--- config.mk ---
export PLATFORM = sky130hd
export DESIGN_NAME = csr_top
export DESIGN_NICKNAME = d
export VERILOG_FILES = /design/src/hdl/csr_exc_pkg.sv /design/src/hdl/csr_map_pkg.sv /design/src/hdl/csr_top.sv /design/src/hdl/csr_save_bank.sv /design/src/hdl/csr_timer.sv /design/src/hdl/csr_exc_state.sv /design/src/hdl/csr_ctrl.sv
export SDC_FILE = /design/constraint.sdc
export NUM_CORES = 1
export LEC_CHECK = 0
export BUFFER_PORTS_ARGS = -buffer_cell sky130_fd_sc_hd__buf_2
export CAP_MARGIN = 20
export CORE_ASPECT_RATIO = 0.9
export CORE_MARGIN = 1.5
export CORE_UTILIZATION = 28
export DETAILED_ROUTE_END_ITERATION = 6
export GPL_ROUTABILITY_DRIVEN = 0
export PLACE_DENSITY = 0.45
export SETUP_SLACK_MARGIN = 0.02
export SLEW_MARGIN = 10
export SYNTH_ARGS = -nofsm -noshare
export SYNTH_HDL_FRONTEND = slang
export SYNTH_SLANG_ARGS = --single-unit
--- constraint.sdc ---
create_clock -name clk -period 2.6 [get_ports clk]
set_input_delay 0.26 -clock clk [delete_from_list [all_inputs] [get_ports clk]]
set_output_delay 0.26 -clock clk [all_outputs]
set_load 0.02 [all_outputs]
--- src/hdl/csr_exc_pkg.sv ---
`default_nettype none

package csr_exc_pkg;

    typedef logic [31:0] word_t;
    typedef logic [5:0]  ecode_t;     // primary exception code
    typedef logic [8:0]  esubcode_t;  // secondary code

    // interrupt status layout
    localparam int IS_W       = 13;
    localparam int INT_SWI_LO = 0;    // two software bits from here
    localparam int INT_TIMER  = 11;

    // bits 11..0 feed the request, bit 12 (ipi) is not wired
    localparam int INT_USED_W = 12;

endpackage

`default_nettype wire

--- src/hdl/csr_map_pkg.sv ---
`default_nettype none

package csr_map_pkg;

    typedef logic [13:0] csr_num_t;

    // register numbers
    localparam csr_num_t CSR_CRMD   = 14'h000;
    localparam csr_num_t CSR_PRMD   = 14'h001;
    localparam csr_num_t CSR_ECFG   = 14'h004;
    localparam csr_num_t CSR_ESTAT  = 14'h005;
    localparam csr_num_t CSR_ERA    = 14'h006;
    localparam csr_num_t CSR_EENTRY = 14'h00c;
    localparam csr_num_t CSR_SAVE0  = 14'h030;
    localparam csr_num_t CSR_SAVE1  = 14'h031;
    localparam csr_num_t CSR_SAVE2  = 14'h032;
    localparam csr_num_t CSR_SAVE3  = 14'h033;
    localparam csr_num_t CSR_TCFG   = 14'h041;
    localparam csr_num_t CSR_TVAL   = 14'h042;
    localparam csr_num_t CSR_TICLR  = 14'h044;

    // field widths
    localparam int PLV_W       = 2;
    localparam int LIE_W       = 13;
    localparam int SWI_W       = 2;
    localparam int EENTRY_VA_W = 26;
    localparam int TCFG_INIT_W = 30;

    localparam logic [LIE_W-1:0] LIE_MASK = 13'h1bff;   // bit 10 not implemented

    // single-bit field positions
    localparam int CRMD_IE       = 2;
    localparam int CRMD_DA       = 3;
    localparam int PRMD_PIE      = 2;
    localparam int TCFG_EN       = 0;
    localparam int TCFG_PERIODIC = 1;
    localparam int TICLR_CLR     = 0;

    // low end of multi-bit fields
    localparam int EENTRY_VA_LSB = 6;
    localparam int TCFG_INIT_LSB = 2;

    localparam logic [31:0] TIMER_IDLE = 32'hffff_ffff;   // stopped countdown

    localparam int SAVE_NUM = 4;

endpackage

`default_nettype wire
--- src/hdl/csr_top.sv ---
`timescale 1ns/1ns
`default_nettype none

module csr_top (
    input  logic                                 clk,
    input  logic                                 rst,
    input  csr_map_pkg::csr_num_t                csr_num,
    input  logic                                 csr_we,
    input  csr_exc_pkg::word_t                   csr_wmask,
    input  csr_exc_pkg::word_t                   csr_wvalue,
    input  logic                                 wb_ex,
    input  csr_exc_pkg::ecode_t                  wb_ecode,
    input  csr_exc_pkg::esubcode_t               wb_esubcode,
    input  csr_exc_pkg::word_t                   wb_pc,
    input  logic                                 ertn_flush,
    output csr_exc_pkg::word_t                   csr_rvalue,
    output csr_exc_pkg::word_t                   ex_entry,
    output csr_exc_pkg::word_t                   ertn_pc,
    output logic                                 has_int,
    output logic [csr_map_pkg::PLV_W-1:0]        crmd_plv
);

    // write strobes from decode
    logic crmd_we, prmd_we, ecfg_we, estat_we, era_we, eentry_we;
    logic tcfg_we, ticlr_we;
    logic [csr_map_pkg::SAVE_NUM-1:0] save_we;

    // read words back to the mux
    csr_exc_pkg::word_t crmd_rvalue, prmd_rvalue, ecfg_rvalue, estat_rvalue;
    csr_exc_pkg::word_t era_rvalue, eentry_rvalue, tcfg_rvalue, tval_rvalue;
    csr_exc_pkg::word_t [csr_map_pkg::SAVE_NUM-1:0] save_rvalue;

    logic timer_int;

    csr_ctrl u_ctrl (
        .csr_num(csr_num), .csr_we(csr_we),
        .crmd_rvalue(crmd_rvalue), .prmd_rvalue(prmd_rvalue),
        .ecfg_rvalue(ecfg_rvalue), .estat_rvalue(estat_rvalue),
        .era_rvalue(era_rvalue), .eentry_rvalue(eentry_rvalue),
        .save_rvalue(save_rvalue), .tcfg_rvalue(tcfg_rvalue), .tval_rvalue(tval_rvalue),
        .crmd_we(crmd_we), .prmd_we(prmd_we), .ecfg_we(ecfg_we), .estat_we(estat_we),
        .era_we(era_we), .eentry_we(eentry_we), .save_we(save_we),
        .tcfg_we(tcfg_we), .ticlr_we(ticlr_we), .csr_rvalue(csr_rvalue)
    );

    csr_exc_state u_exc_state (
        .clk(clk), .rst(rst),
        .crmd_we(crmd_we), .prmd_we(prmd_we), .ecfg_we(ecfg_we), .estat_we(estat_we),
        .era_we(era_we), .eentry_we(eentry_we),
        .csr_wmask(csr_wmask), .csr_wvalue(csr_wvalue),
        .wb_ex(wb_ex), .wb_ecode(wb_ecode), .wb_esubcode(wb_esubcode), .wb_pc(wb_pc),
        .ertn_flush(ertn_flush), .timer_int(timer_int),
        .crmd_rvalue(crmd_rvalue), .prmd_rvalue(prmd_rvalue),
        .ecfg_rvalue(ecfg_rvalue), .estat_rvalue(estat_rvalue),
        .era_rvalue(era_rvalue), .eentry_rvalue(eentry_rvalue),
        .ex_entry(ex_entry), .ertn_pc(ertn_pc), .has_int(has_int), .crmd_plv(crmd_plv)
    );

    csr_timer u_timer (
        .clk(clk), .rst(rst),
        .tcfg_we(tcfg_we), .ticlr_we(ticlr_we),
        .csr_wmask(csr_wmask), .csr_wvalue(csr_wvalue),
        .tcfg_rvalue(tcfg_rvalue), .tval_rvalue(tval_rvalue), .timer_int(timer_int)
    );

    csr_save_bank u_save_bank (
        .clk(clk), .rst(rst),
        .save_we(save_we), .csr_wmask(csr_wmask), .csr_wvalue(csr_wvalue),
        .save_rvalue(save_rvalue)
    );

endmodule

`default_nettype wire

--- src/hdl/csr_save_bank.sv ---
`timescale 1ns/1ns
`default_nettype none

module csr_save_bank (
    input  logic                                             clk,
    input  logic                                             rst,
    input  logic [csr_map_pkg::SAVE_NUM-1:0]                 save_we,
    input  csr_exc_pkg::word_t                               csr_wmask,
    input  csr_exc_pkg::word_t                               csr_wvalue,
    output csr_exc_pkg::word_t [csr_map_pkg::SAVE_NUM-1:0]   save_rvalue
);

    // scratch words for the exception handler
    always_ff @(posedge clk) begin
        for (int i = 0; i < csr_map_pkg::SAVE_NUM; i++) begin
            if (rst)
                save_rvalue[i] <= '0;
            else if (save_we[i])
                save_rvalue[i] <= (csr_wvalue & csr_wmask) | (save_rvalue[i] & ~csr_wmask);
        end
    end

endmodule

`default_nettype wire

--- src/hdl/csr_timer.sv ---
`timescale 1ns/1ns
`default_nettype none

module csr_timer (
    input  logic                  clk,
    input  logic                  rst,
    input  logic                  tcfg_we,
    input  logic                  ticlr_we,
    input  csr_exc_pkg::word_t    csr_wmask,
    input  csr_exc_pkg::word_t    csr_wvalue,
    output csr_exc_pkg::word_t    tcfg_rvalue,
    output csr_exc_pkg::word_t    tval_rvalue,
    output logic                  timer_int
);

    logic                                  tcfg_en;
    logic                                  tcfg_periodic;
    logic [csr_map_pkg::TCFG_INIT_W-1:0]   tcfg_initval;
    csr_exc_pkg::word_t                    tval;
    csr_exc_pkg::word_t                    tcfg_wr;
    logic                                  tval_zero;
    logic                                  clr_req;

    assign tcfg_rvalue = {tcfg_initval, tcfg_periodic, tcfg_en};
    assign tcfg_wr     = (csr_wvalue & csr_wmask) | (tcfg_rvalue & ~csr_wmask);
    assign tval_zero   = (tval == '0);
    assign clr_req     = ticlr_we && csr_wmask[csr_map_pkg::TICLR_CLR]
                         && csr_wvalue[csr_map_pkg::TICLR_CLR];

    always_ff @(posedge clk) begin
        if (rst) begin
            tcfg_en       <= 1'b0;
            tcfg_periodic <= 1'b0;
            tcfg_initval  <= '0;
        end else if (tcfg_we) begin
            tcfg_en       <= tcfg_wr[csr_map_pkg::TCFG_EN];
            tcfg_periodic <= tcfg_wr[csr_map_pkg::TCFG_PERIODIC];
            tcfg_initval  <= tcfg_wr[csr_map_pkg::TCFG_INIT_LSB +: csr_map_pkg::TCFG_INIT_W];
        end
    end

    // countdown, loaded from the merged word so an enabling write starts it at once
    always_ff @(posedge clk) begin
        if (rst)
            tval <= csr_map_pkg::TIMER_IDLE;
        else if (tcfg_we && tcfg_wr[csr_map_pkg::TCFG_EN])
            tval <= {tcfg_wr[csr_map_pkg::TCFG_INIT_LSB +: csr_map_pkg::TCFG_INIT_W], 2'b00};
        else if (tcfg_en && tval != csr_map_pkg::TIMER_IDLE) begin
            if (tval_zero && tcfg_periodic)
                tval <= {tcfg_initval, 2'b00};  // initial value times 4
            else
                tval <= tval - 32'd1;  // one-shot wraps to idle
        end
    end

    always_ff @(posedge clk) begin
        if (rst)
            timer_int <= 1'b0;
        else if (tval_zero)
            timer_int <= 1'b1;  // set wins over clear
        else if (clr_req)
            timer_int <= 1'b0;
    end

    assign tval_rvalue = tval;

endmodule

`default_nettype wire

--- src/hdl/csr_exc_state.sv ---
`timescale 1ns/1ns
`default_nettype none

module csr_exc_state (
    input  logic                              clk,
    input  logic                              rst,
    input  logic                              crmd_we,
    input  logic                              prmd_we,
    input  logic                              ecfg_we,
    input  logic                              estat_we,
    input  logic                              era_we,
    input  logic                              eentry_we,
    input  csr_exc_pkg::word_t                csr_wmask,
    input  csr_exc_pkg::word_t                csr_wvalue,
    input  logic                              wb_ex,
    input  csr_exc_pkg::ecode_t               wb_ecode,
    input  csr_exc_pkg::esubcode_t            wb_esubcode,
    input  csr_exc_pkg::word_t                wb_pc,
    input  logic                              ertn_flush,
    input  logic                              timer_int,
    output csr_exc_pkg::word_t                crmd_rvalue,
    output csr_exc_pkg::word_t                prmd_rvalue,
    output csr_exc_pkg::word_t                ecfg_rvalue,
    output csr_exc_pkg::word_t                estat_rvalue,
    output csr_exc_pkg::word_t                era_rvalue,
    output csr_exc_pkg::word_t                eentry_rvalue,
    output csr_exc_pkg::word_t                ex_entry,
    output csr_exc_pkg::word_t                ertn_pc,
    output logic                              has_int,
    output logic [csr_map_pkg::PLV_W-1:0]     crmd_plv
);

    logic                                   crmd_ie;
    logic [csr_map_pkg::PLV_W-1:0]          prmd_pplv;
    logic                                   prmd_pie;
    logic [csr_map_pkg::LIE_W-1:0]          ecfg_lie;
    logic [csr_map_pkg::SWI_W-1:0]          estat_swi;
    csr_exc_pkg::ecode_t                    estat_ecode;
    csr_exc_pkg::esubcode_t                 estat_esubcode;
    csr_exc_pkg::word_t                     era_pc;
    logic [csr_map_pkg::EENTRY_VA_W-1:0]    eentry_va;
    logic [csr_exc_pkg::IS_W-1:0]           estat_is;

    // masked merge of each register's current read word
    csr_exc_pkg::word_t crmd_wr, prmd_wr, ecfg_wr, estat_wr, era_wr, eentry_wr;
    assign crmd_wr   = (csr_wvalue & csr_wmask) | (crmd_rvalue & ~csr_wmask);
    assign prmd_wr   = (csr_wvalue & csr_wmask) | (prmd_rvalue & ~csr_wmask);
    assign ecfg_wr   = (csr_wvalue & csr_wmask) | (ecfg_rvalue & ~csr_wmask);
    assign estat_wr  = (csr_wvalue & csr_wmask) | (estat_rvalue & ~csr_wmask);
    assign era_wr    = (csr_wvalue & csr_wmask) | (era_rvalue & ~csr_wmask);
    assign eentry_wr = (csr_wvalue & csr_wmask) | (eentry_rvalue & ~csr_wmask);

    // exception beats return, return beats csr write
    always_ff @(posedge clk) begin
        if (rst) begin
            crmd_plv <= '0;
            crmd_ie  <= 1'b0;
        end else if (wb_ex) begin
            crmd_plv <= '0;  // enter kernel, interrupts off
            crmd_ie  <= 1'b0;
        end else if (ertn_flush) begin
            crmd_plv <= prmd_pplv;
            crmd_ie  <= prmd_pie;
        end else if (crmd_we) begin
            crmd_plv <= crmd_wr[csr_map_pkg::PLV_W-1:0];
            crmd_ie  <= crmd_wr[csr_map_pkg::CRMD_IE];
        end
    end

    always_ff @(posedge clk) begin
        if (rst) begin
            prmd_pplv <= '0;
            prmd_pie  <= 1'b0;
        end else if (wb_ex) begin
            prmd_pplv <= crmd_plv;  // save mode at entry
            prmd_pie  <= crmd_ie;
        end else if (prmd_we) begin
            prmd_pplv <= prmd_wr[csr_map_pkg::PLV_W-1:0];
            prmd_pie  <= prmd_wr[csr_map_pkg::PRMD_PIE];
        end
    end

    always_ff @(posedge clk) begin
        if (rst) begin
            ecfg_lie       <= '0;
            estat_swi      <= '0;
            estat_ecode    <= '0;
            estat_esubcode <= '0;
            era_pc         <= '0;
            eentry_va      <= '0;
        end else begin
            if (ecfg_we)
                ecfg_lie <= ecfg_wr[csr_map_pkg::LIE_W-1:0] & csr_map_pkg::LIE_MASK;
            if (estat_we)
                estat_swi <= estat_wr[csr_exc_pkg::INT_SWI_LO +: csr_map_pkg::SWI_W];
            if (wb_ex) begin
                estat_ecode    <= wb_ecode;
                estat_esubcode <= wb_esubcode;
                era_pc         <= wb_pc;
            end else if (era_we) begin
                era_pc <= era_wr;
            end
            if (eentry_we)
                eentry_va <= eentry_wr[csr_map_pkg::EENTRY_VA_LSB +: csr_map_pkg::EENTRY_VA_W];
        end
    end

    always_comb begin
        estat_is = '0;  // hw and ipi lines not connected
        estat_is[csr_exc_pkg::INT_SWI_LO +: csr_map_pkg::SWI_W] = estat_swi;
        estat_is[csr_exc_pkg::INT_TIMER] = timer_int;
    end

    always_comb begin
        crmd_rvalue = '0;
        crmd_rvalue[csr_map_pkg::PLV_W-1:0] = crmd_plv;
        crmd_rvalue[csr_map_pkg::CRMD_IE] = crmd_ie;
        crmd_rvalue[csr_map_pkg::CRMD_DA] = 1'b1;  // direct translation only
        prmd_rvalue = '0;
        prmd_rvalue[csr_map_pkg::PLV_W-1:0] = prmd_pplv;
        prmd_rvalue[csr_map_pkg::PRMD_PIE] = prmd_pie;
    end

    assign ecfg_rvalue   = {19'b0, ecfg_lie};
    assign estat_rvalue  = {1'b0, estat_esubcode, estat_ecode, 3'b0, estat_is};
    assign era_rvalue    = era_pc;
    assign eentry_rvalue = {eentry_va, {csr_map_pkg::EENTRY_VA_LSB{1'b0}}};

    assign ex_entry = eentry_rvalue;
    assign ertn_pc  = era_pc;

    // local enables first, then global IE
    assign has_int = (|(estat_is[csr_exc_pkg::INT_USED_W-1:0]
                        & ecfg_lie[csr_exc_pkg::INT_USED_W-1:0])) & crmd_ie;

endmodule

`default_nettype wire

--- src/hdl/csr_ctrl.sv ---
`timescale 1ns/1ns
`default_nettype none

module csr_ctrl (
    input  csr_map_pkg::csr_num_t                            csr_num,
    input  logic                                             csr_we,
    input  csr_exc_pkg::word_t                               crmd_rvalue,
    input  csr_exc_pkg::word_t                               prmd_rvalue,
    input  csr_exc_pkg::word_t                               ecfg_rvalue,
    input  csr_exc_pkg::word_t                               estat_rvalue,
    input  csr_exc_pkg::word_t                               era_rvalue,
    input  csr_exc_pkg::word_t                               eentry_rvalue,
    input  csr_exc_pkg::word_t [csr_map_pkg::SAVE_NUM-1:0]   save_rvalue,
    input  csr_exc_pkg::word_t                               tcfg_rvalue,
    input  csr_exc_pkg::word_t                               tval_rvalue,
    output logic                                             crmd_we,
    output logic                                             prmd_we,
    output logic                                             ecfg_we,
    output logic                                             estat_we,
    output logic                                             era_we,
    output logic                                             eentry_we,
    output logic [csr_map_pkg::SAVE_NUM-1:0]                 save_we,
    output logic                                             tcfg_we,
    output logic                                             ticlr_we,
    output csr_exc_pkg::word_t                               csr_rvalue
);

    // one strobe per register, only while an instruction writes
    assign crmd_we   = csr_we && (csr_num == csr_map_pkg::CSR_CRMD);
    assign prmd_we   = csr_we && (csr_num == csr_map_pkg::CSR_PRMD);
    assign ecfg_we   = csr_we && (csr_num == csr_map_pkg::CSR_ECFG);
    assign estat_we  = csr_we && (csr_num == csr_map_pkg::CSR_ESTAT);
    assign era_we    = csr_we && (csr_num == csr_map_pkg::CSR_ERA);
    assign eentry_we = csr_we && (csr_num == csr_map_pkg::CSR_EENTRY);
    assign tcfg_we   = csr_we && (csr_num == csr_map_pkg::CSR_TCFG);
    assign ticlr_we  = csr_we && (csr_num == csr_map_pkg::CSR_TICLR);

    assign save_we = {csr_we && (csr_num == csr_map_pkg::CSR_SAVE3),
                      csr_we && (csr_num == csr_map_pkg::CSR_SAVE2),
                      csr_we && (csr_num == csr_map_pkg::CSR_SAVE1),
                      csr_we && (csr_num == csr_map_pkg::CSR_SAVE0)};

    // combinational read, no enable needed
    always_comb begin
        case (csr_num)
            csr_map_pkg::CSR_CRMD:   csr_rvalue = crmd_rvalue;
            csr_map_pkg::CSR_PRMD:   csr_rvalue = prmd_rvalue;
            csr_map_pkg::CSR_ECFG:   csr_rvalue = ecfg_rvalue;
            csr_map_pkg::CSR_ESTAT:  csr_rvalue = estat_rvalue;
            csr_map_pkg::CSR_ERA:    csr_rvalue = era_rvalue;
            csr_map_pkg::CSR_EENTRY: csr_rvalue = eentry_rvalue;
            csr_map_pkg::CSR_SAVE0:  csr_rvalue = save_rvalue[0];
            csr_map_pkg::CSR_SAVE1:  csr_rvalue = save_rvalue[1];
            csr_map_pkg::CSR_SAVE2:  csr_rvalue = save_rvalue[2];
            csr_map_pkg::CSR_SAVE3:  csr_rvalue = save_rvalue[3];
            csr_map_pkg::CSR_TCFG:   csr_rvalue = tcfg_rvalue;
            csr_map_pkg::CSR_TVAL:   csr_rvalue = tval_rvalue;
            csr_map_pkg::CSR_TICLR:  csr_rvalue = '0;   // clear bit is write-only
            default:                 csr_rvalue = '0;   // unmapped
        endcase
    end

endmodule

`default_nettype wire

==> impl_metrics.py, run 1 <==
metrics = {
    "sta": {
        "tightest_slew_ns": 0.758,
        "setup_viol": 0,
        "fin_crit_sh": 0.989,
        "layout_min_cycle_time_ns": 2.57,
        "relSlewSlack": 0.495,
        "hold_viol": 0,
        "clock.fmax_ghz": 0.389,
        "clock_skew_ns": 0.0117,
        "timing.final.ws_setup_ns": 0.0280,
        "slew_viol_final": 0,
    },
    "grt": {
        "grt.overflow.total": 0,
        "grt_max_degree": 102,
        "use_met3": 0.0341,
        "grt_pass1_wl_microns": 95700,
        "grt_use_total": 0.221,
        "grt_pass1_vias": 15212,
        "top_usage_layer": "met2",
        "use_met1": 0.310,
        "antenna_found_initial": 3,
        "grt.met2_usage": 0.347,
    },
    "logic_synthesis": {
        "synth_area_sq_mm": 0.0154,
        "netlist.top_cell.by_area": "dfxtp_1",
        "ys_ff_latch": 286,
        "synth_edf_count": 0,
        "synth.area.top_cells": "dfxtp_1 (37%), nand2_1 (10%), a21oi_1 (7.2%), mux2i_1 (7.2%), nand3_1 (6.1%)",
        "synth_ff_type": "dfxtp_1",
        "synth_warnings": 0,
        "avgSynthCellArea_sq_um": 7.55,
        "async_reset_ff_frac": 0,
        "yosysSeqAreaShare": 0.371,
        "synth.top_cell.area_share": 0.371,
        "synthCells": 2043,
        "synth_cell_types": 69,
    },
    "worst_setup_path": {
        "crit_path_top_delay_cell": "or4_4",
        "cp.arrival_ns": 2.31,
        "cp-end-kind": "output port",
        "rr_worst_depth": 7,
        "required_ns": 2.34,
        "crit_path_max_incr_delay_ns": 0.56,
        "path_class": "in2out",
        "reg2reg_to": "u_timer.tval_rvalue[22]",
        "r2r_slack_ns": 0.17,
        "worst_setup_path_start_kind": "input port",
        "worst_path_most_repeated_cell": "buf_6",
        "crit_family": "simple AND/OR/NAND/NOR gates",
        "cp_num_buf_inv": 4,
        "rr_startpoint": "u_timer.tval_rvalue[4]",
        "crit_path_cell_trace": "buf_6, or4_4, or4b_4, nor2_4, buf_6, clkbuf_16, a222oi_1, nand3_1, buf_6",
        "crit_path_max_fanout": 5,
    },
    "cts": {
        "clk_path_buf_depth": 3,
        "tritoncts": "yes",
        "clock_latency_ns": 0.56,
        "cts_made_buffers": 36,
        "htree_num_levels": 2,
        "cts_root_buf": "clkbuf_16",
        "cts.clk_slew.worst_paths_ns": 0.05,
        "numClockSinks": 286,
    },
    "min_path": {
        "min_from": "wb_pc[19]",
        "holdPathStages": 3,
        "hp-class": "in2reg",
    },
    "floorplanning": {
        "start_util": 0.284,
        "die_w_microns": 250,
        "die_h_microns": 226,
        "die-area_sq_mm": 0.0565,
        "boundaryPins": 229,
        "core-area_sq_mm": 0.0544,
        "rows": 81,
    },
    "power_and_ir_drop": {
        "combPwrFrac": 0.082,
        "leakagePower_nw": 7.75,
        "netSwitchingPower_w": 0.00267,
        "swShare": 0.256,
        "ir_drop_v": 0.000343,
        "p_total_w": 0.0104,
        "power.density_mw_per_mm2": 519,
        "seq_power_share": 0.430,
        "p_clk_frac": 0.488,
        "intPower_w": 0.00776,
    },
    "drt": {
        "wirelength_microns": 65600,
        "routedWlPerCell_microns": 21.6,
        "drtAntennaViolNets": 0,
        "drcViolationCount": 0,
        "vias": 16545,
        "vias_per_cell": 5.45,
        "drtIter0Drc": 1669,
        "firstDrtPassIters": 6,
    },
    "placed_design": {
        "placed_area_sq_mm": 0.0181,
        "hpwl_microns": 45500,
        "dp_worst_setup_slack_ns": -0.115,
        "portBuffers": 222,
    },
    "finish": {
        "areaGrowthSynthToFinish_pct": 30.2,
        "drive_gt1_frac": 0.218,
        "layout_commonest_cell": "nand2_1",
        "fin_area_sq_mm": 0.0201,
        "diodes": 0,
        "final_util": 0.369,
        "mostFrequentLayoutCells": "nand2_1 (411), dfxtp_1 (286), a21oi_1 (222)",
        "finalNetCount": 2439,
    },
    "run_status": {
        "status": "finished clean",
    },
    "flow_run": {
        "max-cap-violations": 0,
    },
}
[repair_timing]
item	in CTS	in global routing
gates cloned	0	2
pin swaps	1	3
gates resized for setup	16	29
endpoints found under the hold margin	44	0
hold buffers	44	0
setup buffers	1	13
endpoints found under the setup margin	34	29
[worst max-delay path by stage]
stage | depth (start not counted) | end | slack (ns) | startpoint
2_1_floorplan | 7 | csr_rvalue[9] | 0.12 | csr_num[1]
6_report | 9 | csr_rvalue[21] | 0.03 | csr_num[5]
3_3_place_gp | 9 | csr_rvalue[14] | -0.08 | csr_num[11]
5_1_grt | 9 | csr_rvalue[31] | -0.0006 | csr_num[5]
4_1_cts | 8 | csr_rvalue[31] | 0.02 | csr_num[5]
3_5_place_dp | 9 | flop | -0.12 | csr_num[11]
[layer usage]
metal,up-vias,wire (microns)
li1,7791,-
met1,7965,29500
met2,686,29500
met3,101,4720
met4,2,1810
met5,-,10
[synthesized netlist by cell type (10+ instances only)]
cell type / number
nand2_1: 411
dfxtp_1: 286
a21oi_1: 222
nand3_1: 189
nor2_1: 170
clkbuf_1: 147
mux2i_1: 111
buf_2: 57
nor3_1: 50
a222oi_1: 39
a22oi_1: 39
a311oi_1: 32
xnor2_1: 20
nand4_1: 17
a21boi_0: 16
nor4_1: 16
o31a_1: 15
o21ai_0: 12
a22o_1: 11
o22ai_1: 10
[area by class of cell]
type                    count  area, sq um
clock buffers              58         1110
inverters                   8         30.0
flip-flops and latches    286         5730
fillers                  5596        34300
repair buffers            441         3410
multi-input cells        1533         8860
clock inverters             7         67.6
well taps                 705          882
[power by group through the flow]
stage | sequential (W) | clock [W] | combinational, W
after floorplan | 0.00461 | 0 | 0.000394
after CTS | 0.00448 | 0.00521 | 0.000846
final | 0.00448 | 0.00509 | 0.000856
after global routing | 0.00449 | 0.00537 | 0.000913
after global placement | 0.00458 | 0 | 0.000783
after detailed placement | 0.00458 | 0 | 0.000789
[tightest hold or removal path: cells and delay by family]
| kind | cells | cell delay [ns] |
|---|---|---|
| buffers and inverters | 1 | 0.10 |
| and+or+nand+nor | 1 | 0.10 |
| AOI/OAI and AO/OA | 1 | 0.06 |
[stage by stage]
| stage | instances | TNS (ns) | hold WS (ns) |
|---|---|---|---|
| 6_report | 3038 | 0 | 0.0139 |
| 5_1_grt | 3038 | -0.000565 | 0.00824 |
| 4_1_cts | 3023 | 0 | 0.00358 |
| 3_5_place_dp | 2913 | -5.81 | 0.447 |
| 3_3_place_gp | 2913 | -3.48 | 0.440 |
| 2_1_floorplan | 2048 | 0 | 0.407 |
[cells by family (layout without fill, tap and decap cells)]
group / after synthesis / after routing / share of synthesized area
flip-flops: 286 / 286 / 0.371
multiplexers: 118 / 118 / 0.0771
adder cells (fa/ha/maj): 3 / 3 / 0.00243
AND/OR/NAND/NOR: 922 / 922 / 0.271
other: 1 / 6 / 0.000243
buffers and inverters: 229 / 514 / 0.0645
AO/OA/AOI/OAI: 461 / 461 / 0.200
XOR/XNOR: 23 / 23 / 0.0131
(Power assumes the default switching activity.)
==> inputs of run 2 (changes only) <==
- clock period: 2.6 -> 2.75 ns (I/O delays scaled with it)
==> impl_metrics.py, run 2 (synthesis results as in run 1) <==
metrics = {
    "floorplanning": {
        "die_h_microns": 226,
        "boundaryPins": 229,
        "core-area_sq_mm": 0.0544,
        "start_util": 0.284,
        "die_w_microns": 250,
        "die-area_sq_mm": 0.0565,
        "rows": 81,
    },
    "worst_setup_path": {
        "r2r_slack_ns": 0.13,
        "path_class": "in2out",
        "rr_worst_depth": 6,
        "cp.arrival_ns": 2.42,
        "required_ns": 2.48,
        "crit_path_max_fanout": 6,
        "reg2reg_to": "u_timer.tval_rvalue[23]",
        "worst_setup_path_start_kind": "input port",
        "rr_startpoint": "u_timer.tval_rvalue[14]",
        "cp-end-kind": "output port",
    },
    "finish": {
        "areaGrowthSynthToFinish_pct": 26.7,
        "drive_gt1_frac": 0.199,
        "finalNetCount": 2392,
        "mostFrequentLayoutCells": "nand2_1 (411), dfxtp_1 (286), a21oi_1 (222)",
        "final_util": 0.359,
        "layout_commonest_cell": "nand2_1",
        "num-fill-cells": 5609,
    },
    "min_path": {
        "min_from": "wb_pc[13]",
        "hp-class": "in2reg",
        "holdPathStages": 3,
    },
    "sta": {
        "tightest_slew_ns": 0.765,
        "setup_viol": 0,
        "clock.fmax_ghz": 0.371,
        "fin_setup_tns_ns": 0,
        "slew_viol_final": 0,
        "fin_crit_sh": 0.981,
        "hold_viol": 0,
        "clock_skew_ns": 0.0195,
        "relSlewSlack": 0.490,
        "timing.final.ws_setup_ns": 0.0532,
        "layout_min_cycle_time_ns": 2.70,
        "rsz0062_at_grt": "true",
    },
    "run_status": {
        "status": "finished clean",
    },
    "drt": {
        "vias": 16318,
        "firstDrtPassIters": 7,
        "drtIter0Drc": 1574,
        "routedWlPerCell_microns": 21.4,
        "vias_per_cell": 5.45,
        "drtAntennaViolNets": 0,
        "wirelength_microns": 64200,
        "drcViolationCount": 0,
    },
    "cts": {
        "clock_latency_ns": 0.56,
        "htree_num_levels": 2,
        "clk_path_buf_depth": 3,
        "cts.clk_slew.worst_paths_ns": 0.05,
        "numClockSinks": 286,
        "cts_root_buf": "clkbuf_16",
        "tritoncts": "yes",
        "cts_made_buffers": 37,
    },
    "flow_run": {
        "max-cap-violations": 0,
    },
    "placed_design": {
        "hpwl_microns": 45000,
        "portBuffers": 222,
        "dp_worst_setup_slack_ns": 0.00262,
    },
    "power_and_ir_drop": {
        "ir_drop_v": 0.000340,
        "leakagePower_nw": 7.49,
        "power.density_mw_per_mm2": 518,
    },
    "grt": {
        "grt_pass1_wl_microns": 95200,
        "grt_pass1_vias": 15247,
        "grt_use_total": 0.219,
        "grt.overflow.total": 0,
        "grt_max_degree": 87,
        "antenna_found_initial": 5,
    },
}
## run 2: cell count changes in the layout (fill, tap and decap cells not counted), sizes merged, moves of 2 or more
cell,change
diode,+2
clkbuf,-3
bufinv,+2
buf,-43
dlygate4sd3,-3
clkinv,+2
## run 2: layout make-up
class / count / area, sq um / share of cell area
clock buffer: 57 / 1140 / 0.0585
multi-input combinational: 1533 / 8780 / 0.449
timing repair buffer: 393 / 2850 / 0.146
antenna: 2 / 5.00 / 0.000256
tap: 705 / 882 / 0.0451
inverter: 8 / 30.0 / 0.00154
sequential: 286 / 5730 / 0.293
clock inverter: 10 / 129 / 0.00659
## run 2: how the worst max path moves through the flow
stage | from | end | slack (ns) | depth (start not counted)
after floorplan | csr_num[1] | csr_rvalue[9] | 0.24 | 7
after global placement | csr_num[5] | csr_rvalue[12] | 0.07 | 9
after detailed placement | csr_num[5] | csr_rvalue[12] | 0.003 | 9
after CTS | csr_num[11] | csr_rvalue[1] | 0.07 | 10
after global routing | csr_num[11] | csr_rvalue[1] | -0.005 | 10
final | csr_num[11] | csr_rvalue[15] | 0.05 | 9
## run 2: repair_timing
item                       in CTS  in global routing
resized for setup               2                  4
buffers inserted                0                  0
cloned                          0                  0
hold buffers                   41                  0
setup endpoints to repair       1                 11
pin swaps                       0                  1
hold endpoints to repair       41                  0
## run 2: power breakdown
part	leakage (nW)	switching (W)	internal, W
Combinational	4.54	0.000538	0.000265
Clock	0.632	0.00195	0.00314
Sequential	2.32	0.0000453	0.00420
## run 2: stage by stage
stage	total power, W	cells	hold WS [ns]	area (sq um)
detailed placement	0.00508	2884	0.447	17800
finish	0.0101	2994	0.0176	19500
global placement	0.00507	2884	0.439	17800
global route	0.0104	2993	0.0198	19500
CTS	0.0102	2992	0.00127	19500
floorplan	0.00473	2048	0.422	15400
## run 2: metal layers
metal  up-vias  GRT usage  routed length (microns)  share of wire
met5         -          0                       18        0.00028
met4         4     0.0858                     2160          0.034
met3       109     0.0334                     3860          0.060
met2       552      0.340                    28600           0.45
met1      7944      0.305                    29600           0.46
li1       7709          -                        -              -
## run 2: worst max-delay path, stage by stage
cell      delay (ns)
buf_2           0.12
or4_1           0.57
buf_4           0.20
nor4_4          0.34
buf_4           0.26
a222oi_1        0.12
o21ai_0         0.16
a221o_1         0.19
buf_2           0.17
